**src/verilog/zxuno_regs_defines.svh**
```systemverilog
`ifndef ZXUNO_REGS_DEFINES_SVH
`define ZXUNO_REGS_DEFINES_SVH

// CPU I/O port addresses, all decoded on the full 16-bit address

// Selects the register number for the following data-port access
`define ZXUNO_ADDR_PORT 16'hFC3B

// Reads or writes the register picked through the address port
`define ZXUNO_DATA_PORT 16'hFD3B

// Older speed-control port, which writes the turbo bits only
`define PRISM_SPEED_PORT 16'h8E3B

// Register numbers on the shared register bus
`define REG_SCANDBLCTRL 8'h0B
`define REG_DEVOPTIONS 8'h0E
`define REG_JOYCONF 8'h06

// Power-up contents of the generic configuration registers
`define RESET_DEVOPTIONS 8'h00
`define RESET_JOYCONF 8'h00

`endif

```
**src/verilog/zxuno_regs_pkg.sv**
```systemverilog
package zxuno_regs_pkg;

    // Register bus from the port decoder to every register block
    // Only wr is a strobe; rd stays high for the whole data-port read
    typedef struct packed {
        logic [7:0] addr;
        logic [7:0] wdata;
        logic rd;
        logic wr;
    } reg_bus_t;

    // Scandoubler and speed control byte, most significant field first
    typedef struct packed {
        logic [1:0] turbo;
        logic csync;
        logic [2:0] freq;
        logic scanlines;
        logic vga;
    } video_cfg_t;

    // Each flag set to one switches the matching device off
    typedef struct packed {
        logic disable_kempston;
        logic disable_ay;
        logic disable_turbo_ay;
        logic disable_7ffd;
        logic disable_1ffd;
        logic disable_rom_paging;
        logic disable_ulaplus;
        logic disable_timex;
    } dev_options_t;

    // Joystick setup, keyboard-mapped joystick in the top nibble
    typedef struct packed {
        logic [2:0] kempston_mode;
        logic autofire;
        logic [2:0] db9_mode;
        logic autofire2;
    } joy_conf_t;

    // Read answer from one register block to the read-return selector
    typedef struct packed {
        logic oe;
        logic [7:0] data;
    } peer_rd_t;

endpackage

```
**src/verilog/cfg_reg.sv**
```systemverilog
module cfg_reg #(
    parameter type payload_t = logic [7:0],
    parameter logic [7:0] REG_ADDR = 8'h00,
    parameter logic [7:0] RESET_VAL = 8'h00
) (
    input  logic clk,
    input  logic rst,
    input  zxuno_regs_pkg::reg_bus_t bus,
    output zxuno_regs_pkg::peer_rd_t rd_resp,
    output payload_t value
);

    // Registered copy of the payload for the read path
    logic [7:0] dout_q;
    // This block is the target of the current bus cycle
    logic hit;

    assign hit = (bus.addr == REG_ADDR);

    // Payload is a plain byte on the bus, so the write data is
    // reinterpreted as the structured type
    always_ff @(posedge clk) begin
        if (rst) begin
            value <= payload_t'(RESET_VAL);
        end else if (bus.wr && hit) begin
            value <= payload_t'(bus.wdata);
        end
    end

    always_ff @(posedge clk) begin
        dout_q <= 8'(value);
    end

    // Answer only while a read of this register number is active
    always_comb begin
        rd_resp.oe = bus.rd && hit;
        rd_resp.data = dout_q;
    end

endmodule

```
**src/verilog/reg_read_select.sv**
```systemverilog
module reg_read_select #(
    parameter int N_PEERS = 3
) (
    input  zxuno_regs_pkg::peer_rd_t peers [N_PEERS],
    output logic [7:0] cpu_dout,
    output logic cpu_oe
);

    // Lowest index wins; the loop runs downwards so that a later
    // assignment from a lower index overrides a higher one
    // Register numbers are distinct, so two answers at once only
    // happen if a block is instantiated with a clashing address
    always_comb begin
        // Open bus reads back as all ones, like an undriven Z80 data bus
        cpu_dout = 8'hFF;
        cpu_oe = 1'b0;
        for (int i = N_PEERS - 1; i >= 0; i--) begin
            if (peers[i].oe) begin
                cpu_dout = peers[i].data;
                cpu_oe = 1'b1;
            end
        end
    end

endmodule

```
**src/verilog/scandbl_ctrl.sv**
```systemverilog
`include "zxuno_regs_defines.svh"

module scandbl_ctrl (
    input  logic clk,
    input  logic rst,
    input  logic [15:0] a,
    input  logic [7:0] din,
    input  logic iorq_n,
    input  logic wr_n,
    input  logic kbd_change_video_output,
    input  logic kbd_turbo_boost,
    input  logic turbo_boost_allowed,
    input  zxuno_regs_pkg::reg_bus_t bus,
    output zxuno_regs_pkg::peer_rd_t rd_resp,
    output zxuno_regs_pkg::video_cfg_t video
);

    // Two-stage shift registers for the hotkey edge detectors
    logic [1:0] video_key_sr;
    logic [1:0] turbo_key_sr;
    // Turbo key level, frozen while boosting is not allowed
    logic turbo_key_gated;
    // Turbo bits in force before the boost key went down
    logic [1:0] saved_turbo;
    // Registered decode of a write to the legacy speed port
    logic spd_wr_q;
    logic [1:0] spd_din_q;
    // Copy of the control byte returned on reads
    logic [7:0] dout_q;

    // Key held while not allowed is ignored, the last level is kept
    always_ff @(posedge clk) begin
        if (rst) begin
            turbo_key_gated <= 1'b0;
        end else if (turbo_boost_allowed) begin
            turbo_key_gated <= kbd_turbo_boost;
        end
    end

    always_ff @(posedge clk) begin
        if (rst) begin
            video_key_sr <= 2'b00;
            turbo_key_sr <= 2'b00;
            saved_turbo <= 2'b00;
            spd_wr_q <= 1'b0;
            spd_din_q <= 2'b00;
            video <= '0;
        end else begin
            video_key_sr <= {video_key_sr[0], kbd_change_video_output};
            turbo_key_sr <= {turbo_key_sr[0], turbo_key_gated};
            spd_wr_q <= !iorq_n && !wr_n && (a == `PRISM_SPEED_PORT);
            spd_din_q <= din[1:0];
            // Sources in priority order, highest first
            if (bus.wr && (bus.addr == `REG_SCANDBLCTRL)) begin
                video <= bus.wdata;
            end else if (spd_wr_q) begin
                video.turbo <= spd_din_q;
            end else if (video_key_sr == 2'b01) begin
                // VGA on selects the top refresh option, off returns to 50 Hz
                video.freq <= video.vga ? 3'd0 : 3'd7;
                video.vga <= !video.vga;
            end else if (turbo_key_sr == 2'b01) begin
                saved_turbo <= video.turbo;
                video.turbo <= 2'b11;
            end else if (turbo_key_sr == 2'b10) begin
                video.turbo <= saved_turbo;
            end
        end
    end

    always_ff @(posedge clk) begin
        dout_q <= video;
    end

    always_comb begin
        rd_resp.oe = bus.rd && (bus.addr == `REG_SCANDBLCTRL);
        rd_resp.data = dout_q;
    end

endmodule

```
**src/verilog/zxuno_port.sv**
```systemverilog
`include "zxuno_regs_defines.svh"

module zxuno_port (
    input  logic clk,
    input  logic rst,
    input  logic [15:0] a,
    input  logic [7:0] din,
    input  logic iorq_n,
    input  logic rd_n,
    input  logic wr_n,
    output zxuno_regs_pkg::reg_bus_t bus
);

    // An I/O write is in progress while both strobes are low
    logic io_wr;
    // Level of io_wr seen at the previous edge
    logic io_wr_q;
    // First sampled cycle of a CPU write
    logic wr_start;

    // Register number selected through the address port
    logic [7:0] reg_addr;
    // Byte taken from the CPU at the start of a data-port write
    logic [7:0] wdata_q;
    // One-cycle write strobe towards the register blocks
    logic wr_q;

    assign io_wr = !iorq_n && !wr_n;

    // A CPU cycle holds its strobes for several clocks, so only the
    // first sampled clock of each cycle counts
    assign wr_start = io_wr && !io_wr_q;

    always_ff @(posedge clk) begin
        if (rst) begin
            io_wr_q <= 1'b0;
            reg_addr <= 8'h00;
            wr_q <= 1'b0;
        end else begin
            io_wr_q <= io_wr;
            wr_q <= wr_start && (a == `ZXUNO_DATA_PORT);
            if (wr_start && (a == `ZXUNO_ADDR_PORT)) begin
                reg_addr <= din;
            end
        end
    end

    // Write data is payload, captured with the strobe
    always_ff @(posedge clk) begin
        if (wr_start) begin
            wdata_q <= din;
        end
    end

    // Read level is not registered so that cpu_oe tracks the CPU cycle
    always_comb begin
        bus.addr = reg_addr;
        bus.wdata = wdata_q;
        bus.rd = !iorq_n && !rd_n && (a == `ZXUNO_DATA_PORT);
        bus.wr = wr_q;
    end

endmodule

```
**src/verilog/zxuno_regs.sv**
```systemverilog
`include "zxuno_regs_defines.svh"

module zxuno_regs (
    input  logic clk,
    input  logic rst,
    input  logic [15:0] a,
    input  logic [7:0] din,
    input  logic iorq_n,
    input  logic rd_n,
    input  logic wr_n,
    input  logic kbd_change_video_output,
    input  logic kbd_turbo_boost,
    input  logic turbo_boost_allowed,
    output logic [7:0] cpu_dout,
    output logic cpu_oe,
    output zxuno_regs_pkg::video_cfg_t video,
    output zxuno_regs_pkg::dev_options_t dev,
    output zxuno_regs_pkg::joy_conf_t joy
);

    import zxuno_regs_pkg::*;

    // Shared register bus driven by the port decoder
    reg_bus_t bus;
    // Read answers: scandoubler control first, then options, then joystick
    peer_rd_t peers [3];

    zxuno_port zxuno_port_inst (
        .clk(clk),
        .rst(rst),
        .a(a),
        .din(din),
        .iorq_n(iorq_n),
        .rd_n(rd_n),
        .wr_n(wr_n),
        .bus(bus)
    );

    // Also snoops the raw CPU write for the older speed port
    scandbl_ctrl scandbl_ctrl_inst (
        .clk(clk),
        .rst(rst),
        .a(a),
        .din(din),
        .iorq_n(iorq_n),
        .wr_n(wr_n),
        .kbd_change_video_output(kbd_change_video_output),
        .kbd_turbo_boost(kbd_turbo_boost),
        .turbo_boost_allowed(turbo_boost_allowed),
        .bus(bus),
        .rd_resp(peers[0]),
        .video(video)
    );

    cfg_reg #(
        .payload_t(dev_options_t),
        .REG_ADDR(`REG_DEVOPTIONS),
        .RESET_VAL(`RESET_DEVOPTIONS)
    ) dev_options_inst (
        .clk(clk),
        .rst(rst),
        .bus(bus),
        .rd_resp(peers[1]),
        .value(dev)
    );

    cfg_reg #(
        .payload_t(joy_conf_t),
        .REG_ADDR(`REG_JOYCONF),
        .RESET_VAL(`RESET_JOYCONF)
    ) joy_conf_inst (
        .clk(clk),
        .rst(rst),
        .bus(bus),
        .rd_resp(peers[2]),
        .value(joy)
    );

    reg_read_select #(
        .N_PEERS(3)
    ) reg_read_select_inst (
        .peers(peers),
        .cpu_dout(cpu_dout),
        .cpu_oe(cpu_oe)
    );

endmodule

```
**config.mk**
```make
export PLATFORM = sky130hd
export DESIGN_NAME = zxuno_regs
export DESIGN_NICKNAME = d
export VERILOG_FILES = /design/src/verilog/zxuno_regs_pkg.sv /design/src/verilog/cfg_reg.sv /design/src/verilog/reg_read_select.sv /design/src/verilog/scandbl_ctrl.sv /design/src/verilog/zxuno_port.sv /design/src/verilog/zxuno_regs.sv
export VERILOG_INCLUDE_DIRS = /design/src /design/src/verilog
export SDC_FILE = /design/constraint.sdc
export NUM_CORES = 1
export LEC_CHECK = 0
export BUFFER_PORTS_ARGS = -buffer_cell sky130_fd_sc_hd__buf_4
export CAP_MARGIN = 20
export CORE_MARGIN = 2
export CORE_UTILIZATION = 58
export CTS_BUF_LIST = sky130_fd_sc_hd__clkbuf_4 sky130_fd_sc_hd__clkbuf_8 sky130_fd_sc_hd__clkbuf_16
export DETAILED_ROUTE_END_ITERATION = 7
export PLACE_DENSITY = 0.88
export SYNTH_ARGS = -nofsm -noshare
export SYNTH_HDL_FRONTEND = slang
export SYNTH_HIERARCHICAL = 1
export SYNTH_SLANG_ARGS = --single-unit
```
**constraint.sdc**
```tcl
create_clock -name clk -period 4.3 [get_ports clk]
set_input_delay 0.645 -clock clk [delete_from_list [all_inputs] [get_ports clk]]
set_output_delay 0.645 -clock clk [all_outputs]
set_load 0.05 [all_outputs]
```
==> reports/summary.txt <==
first-pass GRT wire length: 10730 µm
max layer used: met4
ANT nets after route: 0
worst r2r dst: dev_options_inst/value[1]
CTS tree: done
HPWL after detailed placement: 4529 µm
R2R cell count: 3
main flop type after synthesis: dfxtp_1
power after layout: 1.330 mW
core area: 5172 µm²
DRC: 0
Post-Syn Area: 3167 µm²
number of max-cap violations: 0
Die W: 77.89 µm
Via density: 5.352
Tcrit/Tclk final: 0.8346
NumNets Final: 370
min Tclk post-route: 3.589 ns
Net Sw Frac: 0.2283
Boundary Pins: 65
clk_skew: 0.007036 ns
Flop pwr share: 0.554
CP max FO: 17
synthesized net count: 307
CP Capture Type: output pin
Worst-path clk slew: 0.08 ns
M1 WL: 2800 µm
Comb pwr share: 0.062
crit-path cells: buf_4, nand4b_1, nor4_2, nand2_1, nor3_1, and3_1, nand2_1, o31ai_2, buf_4
initial antenna violation count: 0
root buffer cell: clkbuf_8
Hold Path End: joy_conf_inst/dout_q[7]
Yosys cell types: 42
most frequent cells in the layout: dfxtp_1, buf_4, nand2b_1, mux2i_1, nor2_1
share of layout cells above drive strength 1: 0.3626
Vias: 2205
highest clock rate: 0.2787 GHz
H-Tree Depth: 3
Setup Crit Path Kind: primary input to output pin
commonest non-fill, non-tap cell in the layout: dfxtp_1
routed wl met2: 3291 µm
Hold Crit Depth: 0
CP startpoint kind: primary input
crit-path max cell delay: 0.73 ns
final wirelength: 6493 µm
first-pass iteration count of the detailed router: 4
EDFF count, synth: 8
clock tree buffer depth: 2
async set or reset register ratio after synthesis: 0
total power per unit cell area: 345.8 nW/µm²
Syn Inst Count: 274
grt total ovfl: 0
CP max stage cell: and3_1
I/O Buffers: 64
flops & latches, synth: 76
Min-Delay Startpoint: joy_conf_inst/value[7]
Crit path required time: 3.65 ns
total global-route track usage: 0.2312
CTS buffer count: 9
Hold Crit Class: flip-flop to flip-flop
status: finished, final reports clean
Die ar.: 6067 µm²
final hold violations: 0
Yosys warning count: 6
Arrival @ worst endpoint: 2.94 ns
P&R area growth vs syn: 21.45%
Post-CTS Resized: 0
Row Count: 26
syn avg cell area: 11.56 µm²
largest net degree at the start of global routing: 69
number of DRC violations after detailed-routing iteration 0: 118
Critical R2R Launch: zxuno_port_inst/reg_addr[5]
wire length on met3: 284 µm
Die Y: 77.89 µm
vias in the first global route: 2214
insertion delay to the later sink of the worst-skew pair: 0.35 ns
gpl congestion: 0.7810
Leak: 1.513 nW
clock sinks: 76
Setup Buffers After CTS: 0
sequential-to-total area share from yosys stat: 0.5057
RSZ-0062 raised after global routing: no
Max-slew headroom: 0.4274
max-slew violations: 0
Net Sw Power: 303.6 µW
share of power burned in the clock network: 0.383
peak supply drop: 0.0002812 V
Initial Util: 0.6122
Hold Buf Count CTS: 0
Buf+Inv Stages, Crit Path: 2
Final setup violation count: 0
family with the most delay on the worst path: simple AND/OR/NAND/NOR gates
Fin Setup TNS: 0 ns
number of inserted diodes: 0
WL/cell: 15.76 µm
Worst R2R Setup Slack: 2.50 ns
Slew @ Worst Pin: 0.8551 ns
Internal: 1.026 mW
-- cell usage after synthesis, drive strengths merged, types with 6 or more instances --
| master | instances | area share |
|---|---|---|
| a211oi | 6 | 0.024 |
| buf | 8 | 0.022 |
| dfxtp | 68 | 0.43 |
| edfxtp | 8 | 0.076 |
| mux2i | 31 | 0.098 |
| nand2 | 11 | 0.013 |
| nand2b | 49 | 0.097 |
| nor2 | 14 | 0.019 |
| nor2b | 15 | 0.035 |
| nor3b | 9 | 0.036 |
| o31ai | 8 | 0.032 |
-- metrics by stage --
| stage | hold WS (ns) | cells | setup slack, ns | util | instance area, µm² |
|---|---|---|---|---|---|
| finish | 0.3756 | 412 | 0.7113 | 0.7436 | 3846 |
| global route | 0.3849 | 412 | 0.5328 | 0.7436 | 3846 |
| CTS | 0.3781 | 412 | 0.6638 | 0.7436 | 3846 |
| detailed placement | 0.3671 | 396 | 0.6707 | 0.7073 | 3659 |
| global placement | 0.3608 | 396 | 0.9049 | 0.7073 | 3659 |
| floorplan | 0.4374 | 274 | 0.7573 | - | 3167 |
-- metal layers --
layer | GRT usage | vias to the layer above
met5 | 0 | -
met4 | 0.1070 | 0
met3 | 0.05116 | 10
met2 | 0.3940 | 47
met1 | 0.2775 | 1066
li1 | - | 1082
-- area by class of cell --
cell class                      count  area, µm²
Inverter                            4      15.01
Multi-Input combinational cell    181       1466
Timing Repair Buffer               65      488.0
Clock inverter                      4      23.77
Tap cell                           70      87.58
Fill cell                         338       1326
Clock buffer                       12      163.9
Sequential cell                    76       1602
-- how the worst max path moves through the flow --
stage               start     endpoint  slack [ns]  cells after the start
detailed placement   a[9]  cpu_dout[1]        0.67                      9
floorplan            a[9]  cpu_dout[0]        0.76                      9
finish               a[9]  cpu_dout[1]        0.71                      9
CTS                  a[9]  cpu_dout[1]        0.66                      9
global placement     a[9]  cpu_dout[2]        0.90                      9
global route         a[9]  cpu_dout[3]        0.53                      9
-- flip-flops by register name, indices dropped and copies added, names as in the netlist --
name and cells:
dev_options_inst/dout_q 8, dev_options_inst/value 8, joy_conf_inst/dout_q 8, joy_conf_inst/value 8
scandbl_ctrl_inst/dout_q 8, scandbl_ctrl_inst/video 8, zxuno_port_inst/reg_addr 8, zxuno_port_inst/wdata_q 8
scandbl_ctrl_inst/saved_turbo 2, scandbl_ctrl_inst/spd_din_q 2, scandbl_ctrl_inst/turbo_key_sr 2, scandbl_ctrl_inst/video_key_sr 2
scandbl_ctrl_inst/spd_wr_q 1, scandbl_ctrl_inst/turbo_key_gated 1, zxuno_port_inst/io_wr_q 1, zxuno_port_inst/wr_q 1
-- cells by family after synthesis --
group                      Yosys count  synth area share
AOI/OAI and AO/OA                   21           0.07112
and+or+nand+nor                    127            0.2857
xor gates and xnor gates             1          0.002766
buffers and inverters               17           0.03279
adders and majority gates            1          0.003950
DFF                                 76            0.5057
muxes                               31           0.09799
-- power by group through the flow --
stage	clock network, mW	registers, mW	logic [mW]
floorplan	0	0.761	0.0355
global placement	0	0.753	0.0806
detailed placement	0	0.754	0.0828
CTS	0.516	0.737	0.0834
global route	0.550	0.739	0.0904
finish	0.509	0.737	0.0831
Power figures use the tool's default switching activity.
